$ cat src/logic/astar_defs.svh
`ifndef ASTAR_DEFS_SVH
`define ASTAR_DEFS_SVH

// grid coordinate width.
`define COORD_W 8

// open list size and its index and count widths.
`define LIST_DEPTH 16
`define INDEX_W 4
`define COUNT_W 5

// wide enough for the sum of two octile distances.
`define COST_W 11

// diagonal factor, 106/256 is close to 0.414.
`define DIAG_NUM 106
`define DIAG_SHIFT 8

`endif

$ cat src/logic/astar_pkg.sv
`include "astar_defs.svh"

package astar_pkg;

	typedef logic [`COORD_W-1:0] coord_t;

	typedef logic [`INDEX_W-1:0] index_t;

	typedef logic [`COUNT_W-1:0] count_t;

	typedef logic [`COST_W-1:0] cost_t;

	// one compare step runs DIST, COST, COMPARE, optional SWAP, NEXT.
	typedef enum logic [2:0]
	{
		IDLE,
		DIST,
		COST,
		COMPARE,
		SWAP,
		NEXT,
		DONE
	} sort_state_e;

endpackage

$ cat src/logic/open_list_if.sv
interface open_list_if;

	// pair under test is pair_index and pair_index+1.
	astar_pkg::index_t pair_index;
	logic              swap;

	astar_pkg::coord_t a_x;
	astar_pkg::coord_t a_y;
	astar_pkg::coord_t b_x;
	astar_pkg::coord_t b_y;

	astar_pkg::count_t fill;

	modport ctrl
	(
		output pair_index,
		output swap,
		input  fill
	);

	modport store
	(
		input  pair_index,
		input  swap,
		output a_x,
		output a_y,
		output b_x,
		output b_y,
		output fill
	);

endinterface

$ cat src/logic/astar_open_sort.sv
module astar_open_sort
(
	input  logic              Clk,
	input  logic              Reset,
	input  logic              wr_en,
	input  astar_pkg::coord_t wr_x,
	input  astar_pkg::coord_t wr_y,
	input  logic              clear,
	input  astar_pkg::coord_t goal_x,
	input  astar_pkg::coord_t goal_y,
	input  astar_pkg::coord_t start_x,
	input  astar_pkg::coord_t start_y,
	input  logic              start,
	input  astar_pkg::index_t rd_index,
	output astar_pkg::coord_t rd_x,
	output astar_pkg::coord_t rd_y,
	output logic              busy,
	output logic              done
);

	astar_pkg::cost_t goal_a;
	astar_pkg::cost_t goal_b;
	astar_pkg::cost_t start_a;
	astar_pkg::cost_t start_b;
	logic             out_of_order;

	open_list_if list_if ();

	open_list_store i_store
	(
		.Clk      (Clk),
		.Reset    (Reset),
		.wr_en    (wr_en),
		.wr_x     (wr_x),
		.wr_y     (wr_y),
		.clear    (clear),
		.busy     (busy),
		.rd_index (rd_index),
		.rd_x     (rd_x),
		.rd_y     (rd_y),
		.list     (list_if.store)
	);

	// distance to the goal cell.
	octile_distance i_goal_dist
	(
		.Clk    (Clk),
		.Reset  (Reset),
		.ref_x  (goal_x),
		.ref_y  (goal_y),
		.a_x    (list_if.a_x),
		.a_y    (list_if.a_y),
		.b_x    (list_if.b_x),
		.b_y    (list_if.b_y),
		.dist_a (goal_a),
		.dist_b (goal_b)
	);

	// distance back to the start cell.
	octile_distance i_start_dist
	(
		.Clk    (Clk),
		.Reset  (Reset),
		.ref_x  (start_x),
		.ref_y  (start_y),
		.a_x    (list_if.a_x),
		.a_y    (list_if.a_y),
		.b_x    (list_if.b_x),
		.b_y    (list_if.b_y),
		.dist_a (start_a),
		.dist_b (start_b)
	);

	path_cost i_cost
	(
		.Clk          (Clk),
		.Reset        (Reset),
		.goal_a       (goal_a),
		.goal_b       (goal_b),
		.start_a      (start_a),
		.start_b      (start_b),
		.out_of_order (out_of_order)
	);

	open_list_sorter i_sorter
	(
		.Clk          (Clk),
		.Reset        (Reset),
		.start        (start),
		.out_of_order (out_of_order),
		.busy         (busy),
		.done         (done),
		.list         (list_if.ctrl)
	);

endmodule

$ cat src/logic/octile_distance.sv
`include "astar_defs.svh"

module octile_distance
(
	input  logic              Clk,
	input  logic              Reset,
	input  astar_pkg::coord_t ref_x,
	input  astar_pkg::coord_t ref_y,
	input  astar_pkg::coord_t a_x,
	input  astar_pkg::coord_t a_y,
	input  astar_pkg::coord_t b_x,
	input  astar_pkg::coord_t b_y,
	output astar_pkg::cost_t  dist_a,
	output astar_pkg::cost_t  dist_b
);

	// DIAG_NUM is below 2**DIAG_SHIFT so the product fits.
	localparam int PROD_W = `COORD_W + `DIAG_SHIFT;

	function automatic astar_pkg::cost_t octile
	(
		input astar_pkg::coord_t px,
		input astar_pkg::coord_t py,
		input astar_pkg::coord_t rx,
		input astar_pkg::coord_t ry
	);
		astar_pkg::coord_t dx;
		astar_pkg::coord_t dy;
		astar_pkg::coord_t long_leg;
		astar_pkg::coord_t short_leg;
		logic [PROD_W-1:0] scaled;
		dx = (px > rx) ? px - rx : rx - px;
		dy = (py > ry) ? py - ry : ry - py;
		long_leg = (dx > dy) ? dx : dy;
		short_leg = (dx > dy) ? dy : dx;
		scaled = PROD_W'(short_leg) * PROD_W'(`DIAG_NUM);
		return astar_pkg::cost_t'(long_leg) + astar_pkg::cost_t'(scaled >> `DIAG_SHIFT);
	endfunction

	always_ff @(posedge Clk or posedge Reset)
	begin
		if (Reset)
		begin
			dist_a <= '0;
			dist_b <= '0;
		end
		else
		begin
			dist_a <= octile(a_x, a_y, ref_x, ref_y);
			dist_b <= octile(b_x, b_y, ref_x, ref_y);
		end
	end

endmodule

$ cat src/logic/open_list_sorter.sv
module open_list_sorter
(
	input  logic      Clk,
	input  logic      Reset,
	input  logic      start,
	input  logic      out_of_order,
	output logic      busy,
	output logic      done,
	open_list_if.ctrl list
);

	astar_pkg::sort_state_e state;
	astar_pkg::index_t      pair_index;
	astar_pkg::count_t      last_pair;
	logic                   pass_swapped;
	logic                   pass_end;

	// last pair of a pass starts at fill-2.
	assign last_pair = list.fill - astar_pkg::count_t'(2);
	assign pass_end = astar_pkg::count_t'(pair_index) == last_pair;

	assign list.pair_index = pair_index;
	assign list.swap = state == astar_pkg::SWAP;

	assign busy = (state != astar_pkg::IDLE) && (state != astar_pkg::DONE);
	assign done = state == astar_pkg::DONE;

	always_ff @(posedge Clk or posedge Reset)
	begin
		if (Reset)
		begin
			state <= astar_pkg::IDLE;
			pair_index <= '0;
			pass_swapped <= 1'b0;
		end
		else
		begin
			case (state)
				astar_pkg::IDLE:
				begin
					if (start)
					begin
						pair_index <= '0;
						pass_swapped <= 1'b0;
						// nothing to order below two entries.
						if (list.fill < astar_pkg::count_t'(2))
						begin
							state <= astar_pkg::DONE;
						end
						else
						begin
							state <= astar_pkg::DIST;
						end
					end
				end
				astar_pkg::DIST:
				begin
					state <= astar_pkg::COST;
				end
				astar_pkg::COST:
				begin
					state <= astar_pkg::COMPARE;
				end
				astar_pkg::COMPARE:
				begin
					if (out_of_order)
					begin
						state <= astar_pkg::SWAP;
					end
					else
					begin
						state <= astar_pkg::NEXT;
					end
				end
				astar_pkg::SWAP:
				begin
					pass_swapped <= 1'b1;
					state <= astar_pkg::NEXT;
				end
				astar_pkg::NEXT:
				begin
					if (!pass_end)
					begin
						pair_index <= pair_index + astar_pkg::index_t'(1);
						state <= astar_pkg::DIST;
					end
					else if (pass_swapped)
					begin
						// another pass from the head.
						pair_index <= '0;
						pass_swapped <= 1'b0;
						state <= astar_pkg::DIST;
					end
					else
					begin
						state <= astar_pkg::DONE;
					end
				end
				astar_pkg::DONE:
				begin
					state <= astar_pkg::IDLE;
				end
				default:
				begin
					state <= astar_pkg::IDLE;
				end
			endcase
		end
	end

endmodule

$ cat src/logic/open_list_store.sv
`include "astar_defs.svh"

module open_list_store
(
	input  logic              Clk,
	input  logic              Reset,
	input  logic              wr_en,
	input  astar_pkg::coord_t wr_x,
	input  astar_pkg::coord_t wr_y,
	input  logic              clear,
	input  logic              busy,
	input  astar_pkg::index_t rd_index,
	output astar_pkg::coord_t rd_x,
	output astar_pkg::coord_t rd_y,
	open_list_if.store        list
);

	astar_pkg::coord_t x_mem [`LIST_DEPTH];
	astar_pkg::coord_t y_mem [`LIST_DEPTH];
	astar_pkg::count_t fill;
	astar_pkg::index_t next_index;
	astar_pkg::index_t wr_index;
	logic              append;
	logic              empty_list;

	// clear beats a write in the same cycle.
	assign empty_list = clear && !busy;
	assign append = wr_en && !busy && !clear && (fill < `LIST_DEPTH);

	assign wr_index = astar_pkg::index_t'(fill);
	assign next_index = list.pair_index + astar_pkg::index_t'(1);

	always_ff @(posedge Clk or posedge Reset)
	begin
		if (Reset)
		begin
			fill <= '0;
		end
		else if (empty_list)
		begin
			fill <= '0;
		end
		else if (append)
		begin
			fill <= fill + astar_pkg::count_t'(1);
		end
	end

	// writes only when idle, swaps only while sorting.
	always_ff @(posedge Clk)
	begin
		if (append)
		begin
			x_mem[wr_index] <= wr_x;
			y_mem[wr_index] <= wr_y;
		end
		else if (list.swap)
		begin
			x_mem[list.pair_index] <= list.b_x;
			y_mem[list.pair_index] <= list.b_y;
			x_mem[next_index] <= list.a_x;
			y_mem[next_index] <= list.a_y;
		end
	end

	assign list.a_x = x_mem[list.pair_index];
	assign list.a_y = y_mem[list.pair_index];
	assign list.b_x = x_mem[next_index];
	assign list.b_y = y_mem[next_index];
	assign list.fill = fill;

	assign rd_x = x_mem[rd_index];
	assign rd_y = y_mem[rd_index];

endmodule

$ cat src/logic/path_cost.sv
module path_cost
(
	input  logic             Clk,
	input  logic             Reset,
	input  astar_pkg::cost_t goal_a,
	input  astar_pkg::cost_t goal_b,
	input  astar_pkg::cost_t start_a,
	input  astar_pkg::cost_t start_b,
	output logic             out_of_order
);

	astar_pkg::cost_t cost_a;
	astar_pkg::cost_t cost_b;

	// sums cannot overflow, two distances of at most 360 each.
	always_ff @(posedge Clk or posedge Reset)
	begin
		if (Reset)
		begin
			cost_a <= '0;
			cost_b <= '0;
		end
		else
		begin
			cost_a <= goal_a + start_a;
			cost_b <= goal_b + start_b;
		end
	end

	// strict compare keeps equal costs in load order.
	assign out_of_order = cost_a > cost_b;

endmodule
$ cat config.mk
export PLATFORM = sky130hd
export DESIGN_NAME = astar_open_sort
export DESIGN_NICKNAME = d
export VERILOG_FILES = /design/src/logic/astar_pkg.sv /design/src/logic/open_list_if.sv /design/src/logic/astar_open_sort.sv /design/src/logic/octile_distance.sv /design/src/logic/open_list_sorter.sv /design/src/logic/open_list_store.sv /design/src/logic/path_cost.sv
export VERILOG_INCLUDE_DIRS = /design/src /design/src/logic
export SDC_FILE = /design/constraint.sdc
export NUM_CORES = 1
export LEC_CHECK = 0
export BUFFER_PORTS_ARGS = -buffer_cell sky130_fd_sc_hd__buf_2
export CORE_MARGIN = 4
export CORE_UTILIZATION = 45
export CTS_CLUSTER_SIZE = 28
export DETAILED_ROUTE_END_ITERATION = 10
export MAX_ROUTING_LAYER = met4
export SLEW_MARGIN = 15
export SYNTH_ARGS = -nofsm -noshare
export SYNTH_HDL_FRONTEND = slang
export SYNTH_HIERARCHICAL = 1
export SYNTH_SLANG_ARGS = --single-unit
$ cat constraint.sdc
create_clock -name Clk -period 15.3 [get_ports Clk]
set_input_delay 3.825 -clock Clk [delete_from_list [all_inputs] [get_ports Clk]]
set_output_delay 3.825 -clock Clk [all_outputs]
set_load 0.03 [all_outputs]
### After elaboration in Yosys (flattened, before gate mapping)

Memories as Yosys holds them, arrays and structs flattened.
Index checks and enable logic that the tools add are counted.

* add/subtract/negate cells: 25
* eq/ne operators: 11
* muxes and demuxes: 42
* magnitude comparators: 15
* reductions and logical operators: 16
* multiply operators: 4

Operators by type and width (count)
* 8-bit two-way mux: 18
* 8-bit subtractor: 16
* 8-bit greater-than comparator: 12
* 8-bit by 6-bit multiplier with 14-bit output, second input constant: 4
* 8-bit by 7-bit adder with 9-bit output: 4
* 4-bit two-way mux: 5
* 3-bit case mux with 6 select lines: 1
* 8-bit OR reduction: 2
* 3-bit two-way mux: 4
* 11-bit adder: 1
* 11-bit greater-than comparator: 1
* 9-bit by 9-bit adder with 10-bit output: 1
* 1-bit two-way mux: 10
* 5-bit two-way mux: 2
* 3-bit == test, second input constant: 3
* 4-bit case mux with 2 select lines: 1
* 3-bit by 2-bit == test with 1-bit output, second input constant: 2
* 3-bit AND reduction: 2
* 3-bit nonzero test: 2
* 5-bit by 1-bit adder with 5-bit output, second input constant: 1
* 4-bit by 5-bit == test with 1-bit output: 1
* 1-bit logical AND: 5
* 5-bit by 2-bit < comparator with 1-bit output, second input constant: 1
* 5-bit < comparator, second input constant: 1
* other kinds (11): 13

* memories: 2
* output and inout port bits: 18
* RAM bits: 256
* input bits: 57
* bits in registers: 75

Memory list
* i_store.x_mem: depth 16, bits a word 8, read ports 3, clocked after Yosys merged registers in 0, write ports 2, line open_list_store.sv:18 `` astar_pkg::coord_t x_mem [`LIST_DEPTH]; ``
* i_store.y_mem: depth 16, bits a word 8, read ports 3, clocked after Yosys merged registers in 0, write ports 2, line open_list_store.sv:19 `` astar_pkg::coord_t y_mem [`LIST_DEPTH]; ``

### Depth between registers and ports, before layout

* depth after elaboration: 10
* depth in mapped cells: 56
* gate-level depth less buffers: 49

### Modules after synthesis

The synthesis kept the hierarchy.

By module, submodules not included
* open_list_store: instances 1, sequential area each 7812.5 µm², area each 17722.0 µm², cells each 1306
* octile_distance (i_start_dist): instances 1, sequential area each 450.4 µm², area each 6095.8 µm², cells each 742
* octile_distance (i_goal_dist): instances 1, sequential area each 450.4 µm², area each 6030.8 µm², cells each 726
* path_cost: instances 1, sequential area each 550.5 µm², area each 1732.9 µm², cells each 176
* open_list_sorter: instances 1, sequential area each 200.2 µm², area each 649.4 µm², cells each 69

### Least setup slack after synthesis

No wires, ideal clock.

* path kind: in2reg
* start: input port start_y[0]
* end: register i_start_dist.dist_b[7]
* data required time: 15.221 ns
* buffers on the path: 3
* slack: 2.894 ns
* stages on the path: 44
* arrival time: 12.327 ns
* path through: ha_1 fa_1 nand3b_1 a21o_1 a21o_1 buf_2 mux2_2 a21oi_1 o21ai_0 a21oi_1 o21ai_0 a21oi_1 xnor2_1 inv_1 ha_1 nand4_1 nor2_1 nor2_1 [... 8 more ...] inv_1 fa_1 inv_1 fa_1 ha_1 or3_1 a211o_1 a31oi_1 inv_1 a21oi_1 xnor2_1 ha_1 a21oi_1 o21ai_0 a21oi_1 o21bai_1 a21oi_1 xor2_1

* longest elaborated chain between the ends: 6
* elaborated cells on any way between the ends: 9

RTL lines
* from (decl): line astar_open_sort.sv:12 `input astar_pkg::coord_t start_y,`
* 8-bit subtractor or 8-bit greater-than comparator (tied branches): line octile_distance.sv:33 `dy = (py > ry) ? py - ry : ry - py;`
* 8-bit two-way mux (*): line octile_distance.sv:33
* 8-bit greater-than comparator: line octile_distance.sv:34, octile_distance.sv:35
* 8-bit two-way mux: line octile_distance.sv:35 `short_leg = (dx > dy) ? dy : dx;`
* 8-bit by 6-bit multiplier with 14-bit output: line octile_distance.sv:36 `` scaled = PROD_W'(short_leg) * PROD_W'(`DIAG_NUM); ``
* 8-bit by 7-bit adder with 9-bit output (*): line octile_distance.sv:37 `` return astar_pkg::cost_t'(long_leg) + astar_pkg::cost_t'(scaled >> `DIAG_SHIFT); ``
* to (signal assigned): line octile_distance.sv:50 `dist_b <= octile(b_x, b_y, ref_x, ref_y);`
* to (decl): line octile_distance.sv:14 `output astar_pkg::cost_t dist_b`

Every way passes the cells marked *; elsewhere a longest branch is shown, timed or not.
A chain may end at the register's enable or synchronous reset.

### Final worst setup path

* start: register i_sorter.pair_index[1] (netlist: i_sorter/list.pair_index[1])
* end: register i_start_dist.dist_b[7]

* longest elaborated chain between the ends: 8
* elaborated cells on any way between the ends: 16

RTL lines
* from (decl): line open_list_sorter.sv:13 `astar_pkg::index_t pair_index;`
* from (signal assigned): line open_list_sorter.sv:84 `pair_index <= pair_index + astar_pkg::index_t'(1);`
* 4-bit by 1-bit adder with 4-bit output (*): line open_list_store.sv:31 `assign next_index = list.pair_index + astar_pkg::index_t'(1);`
* memory read 16 x 8 bit (*)
* net list_if.b_y[5]: line open_list_if.sv:10 `astar_pkg::coord_t b_y;`
* 8-bit subtractor or 8-bit greater-than comparator (tied branches): line octile_distance.sv:33
* 8-bit two-way mux (*): line octile_distance.sv:33
* 8-bit greater-than comparator: line octile_distance.sv:34, octile_distance.sv:35
* 8-bit two-way mux: line octile_distance.sv:35
* 8-bit by 6-bit multiplier with 14-bit output: line octile_distance.sv:36
* 8-bit by 7-bit adder with 9-bit output (*): line octile_distance.sv:37

Mark *: on every way through the listed nets, which the timed path passes. The rest lies on a longest branch.

==> summary.md <==
| Metric | Value |
|---|---|
| Max Clock Freq | `about 76 MHz` |
| Top_reg_cell synth | `edfxtp_1` |
| Layout Nets | `between 3000 and 4000` |
| Xor-xnor portion of the synthesized cell area | `4.03%` |
| H-tree Lvls | `2` |
| TritonCTS Buffers | `42` |
| CTS root buffer | `clkbuf_16` |
| WL final | `roughly 100000 microns` |
| Num rows | `97` |
| Synth Warn # | `6` |
| Clock Latency Late Sink | `between 600 and 700 ps` |
| Setup-failing EPs final | `0` |
| Crit path max fanout | `32` |
| RSZ-0062 raised after global routing | `false` |
| GRT overflow | `0` |
| Post-CTS Setup Bufs | `0` |
| Initial DRT Pass Iterations | `5` |
| Worst path max stage delay | `slightly above 800 ps` |
| Top post-synthesis cells by area | `edfxtp_1, mux4_2, ha_1` |
| Initial antenna violation count | `2` |
| Vias in the first global route | `23900` |
| DR iter-0 viols | `roughly 2600` |
| Largest net degree at the start of global routing | `around 130` |
| Vias/cell | `6.17` |
| Post-Synth Adder-Cell Area | `15.8%` |
| Starting Density | `between 40% and 50%` |
| Boundary Pins | `75` |
| Layout cell share with drive strength beyond 1 | `approximately 18%` |
| Synth Area in Compound Gates | `12.7%` |
| Cell mode on critical path | `a21oi_1` |
| Routability cong. | `0.918` |
| Max Cap Viol | `0` |
| Worst-path clk slew | `around 60 ps` |
| P&R area growth vs syn | `7.82%` |
| WL per Instance | `about 25 microns` |
| CTS tree | `done` |
| Hold Fails Final Rpt | `0` |
| Critical path class | `reg -> reg` |
| GRT Total Usage | `26.8%` |
| Distinct cells, synth | `107` |
| Mapped Cells | `around 3000` |
| Die height | `about 280 microns` |
| Via count | `roughly 25000` |
| PortBufs | `74` |
| Worst Skew | `about 40 ps` |
| Worst slew margin | `between 20% and 30%` |
| Core area | `approximately 71000 sq um` |
| Least-Margin Pin Slew | `between 1000 and 1500 ps` |
| #FFs+latches synth | `327` |
| Post-synth top area cell | `edfxtp_1` |
| Syn avg cell area | `about 11 sq um` |
| Largest family of logic cells by synthesized area | `multiplexers` |
| Sequential area share after synthesis | `29.4%` |
| Clk sinks | `around 330` |
| Chip Width | `around 280 microns` |
| Hold Buf Count CTS | `0` |
| Worst hold path type | `reg -> reg` |
| Run status | `complete, no violations` |
| Remaining antenna violation count | `0` |
| Ys async rst share | `between 20% and 30%` |
| DRC | `0` |
| Crit start category | `flop` |
| Mapped cell area | `32200 sq um` |
| # resized after CTS | `0` |
| Post-synthesis mux area share | `between 20 and 25%` |
| Crit share post-route | `86.1%` |
| Worst path required time | `roughly 16000 ps` |
| First-pass GRT wire length | `149000 microns` |
| Max-slew violations | `0` |
| CP arrival | `13660 ps` |
| Die area | `76000 sq um` |
| Simple-Gate Fraction of Synth Area | `a little under 9%` |
| Minimum clock period | `roughly 13000 ps` |
| Crit path capture type | `flop` |
| Slowest cell on crit path | `dfrtp_2` |
| Setup TNS | `0 ps` |
| Clk buf depth | `3` |
| Hpwl dp | `68300 microns` |
| EDFF count, synth | `roughly 260` |
| Share of the synthesized area in the top cell type | `a little under a quarter` |
logic make-up after synthesis:
| family | Yosys count |
|---|---|
| other cells | 2 |
| xor+xnor | 144 |
| buf+inv | 484 |
| compound gates | 664 |
| fa+ha+maj | 375 |
| mux | 418 |
| flops | 327 |
| simple gates | 605 |
registers in the layout, indices dropped and copies added, names as in the netlist:
| register | cells |
|---|---|
| i_sorter/state | 3 |
| i_cost/cost_b | 11 |
| i_start_dist/dist_a | 9 |
| i_sorter/pass_swapped | 1 |
| i_store/x_mem | 128 |
| i_store/list.fill | 5 |
| i_store/y_mem | 128 |
| i_sorter/list.pair_index | 4 |
| i_goal_dist/dist_b | 9 |
| i_start_dist/dist_b | 9 |
| i_goal_dist/dist_a | 9 |
| i_cost/cost_a | 11 |
layout make-up:
class / count / area (sq um)
Timing Repair Buffer: 125 / 768
Inverter: 308 / 1160
Multi-Input combinational cell: 2214 / 20800
Fill cell: 6354 / 35800
Sequential cell: 327 / 9470
Tap cell: 940 / 1180
Antenna cell: 2 / 5.00
Clock inverter: 30 / 324
Clock buffer: 47 / 1070
per-stage QoR:
| step | std cells | setup WS, ps | utilization [%] | hold WS (ps) | cell area (sq um) |
|---|---|---|---|---|---|
| final | 3993 | 2130 | 49.3 | 504 | 34800 |
| after global routing | 3992 | 1340 | 49.3 | 551 | 34700 |
| after CTS | 3991 | 2220 | 49.3 | 507 | 34700 |
| after detailed placement | 3914 | 1820 | 47.3 | 478 | 33400 |
| after global placement | 3914 | 2010 | 47.3 | 478 | 33400 |
| after floorplan | 3025 | 2890 | - | 443 | 32300 |
synthesized netlist by cell type (all sizes together) (54+ instances only):
master	count
dfrtp	71
mux2i	181
mux4	208
inv	308
o21ai	85
clkbuf	62
buf	114
nand2	80
ha	319
xnor2	92
fa	54
nor2	327
edfxtp	256
a21oi	366
worst max-delay path, delay by kind of cell (launching register included):
family,cells,cell delay (ps)
muxes,5,1730
buffers and inverters,9,1590
AOI/OAI and AO/OA,18,3940
xor gates and xnor gates,3,550
DFF,1,820
adders and majority gates,9,3600
and+or+nand+nor,5,780
worst paths after layout:
kind	depth (start not counted)	from	end	slack, ps
max	49	i_sorter/list.pair_index[1]$_DFFE_PP0P_	i_start_dist/dist_b[7]$_DFF_PP0_	2130
min	1	i_goal_dist/dist_b[0]$_DFF_PP0_	i_cost/cost_b[0]$_DFF_PP0_	500
max reg2reg	49	i_sorter/list.pair_index[1]$_DFFE_PP0P_	i_start_dist/dist_b[7]$_DFF_PP0_	2130
min reg2reg	1	i_goal_dist/dist_b[0]$_DFF_PP0_	i_cost/cost_b[0]$_DFF_PP0_	500
max in group asynchronous	2	Reset	i_cost/cost_b[7]$_DFF_PP0_	11280
min in group asynchronous	2	Reset	i_store/list.fill[4]$_DFFE_PP0P_	3250
placed cells by master (no fill, tap or decap), types with 25 or more instances in the layout:
master | synthesis | layout
a21o_1 | 38 | 38
a21oi_1 | 360 | 360
buf_2 | 48 | 73
buf_4 | 37 | 51
clkbuf_16 | 0 | 42
dfrtp_1 | 71 | 67
edfxtp_1 | 256 | 256
fa_1 | 54 | 54
ha_1 | 319 | 318
inv_1 | 307 | 307
mux2_2 | 29 | 29
mux2i_1 | 139 | 135
mux2i_4 | 25 | 25
mux4_2 | 208 | 208
nand2_1 | 80 | 80
nand3_1 | 34 | 34
nor2_1 | 327 | 327
o21ai_0 | 71 | 55
xnor2_1 | 91 | 91
xor2_1 | 51 | 51
metal layers:
metal | global-route usage [%] | vias up | routed length [microns]
li1 | - | 11100 | -
met1 | 37.0 | 12200 | 41900
met2 | 41.1 | 1164 | 44700
met3 | 4.28 | 158 | 8880
met4 | 8.00 | 0 | 3370
met5 | - | - | 0
Power is not shown: default switching activity piles up to over one toggle a cycle in this logic, so the estimate is an artifact.
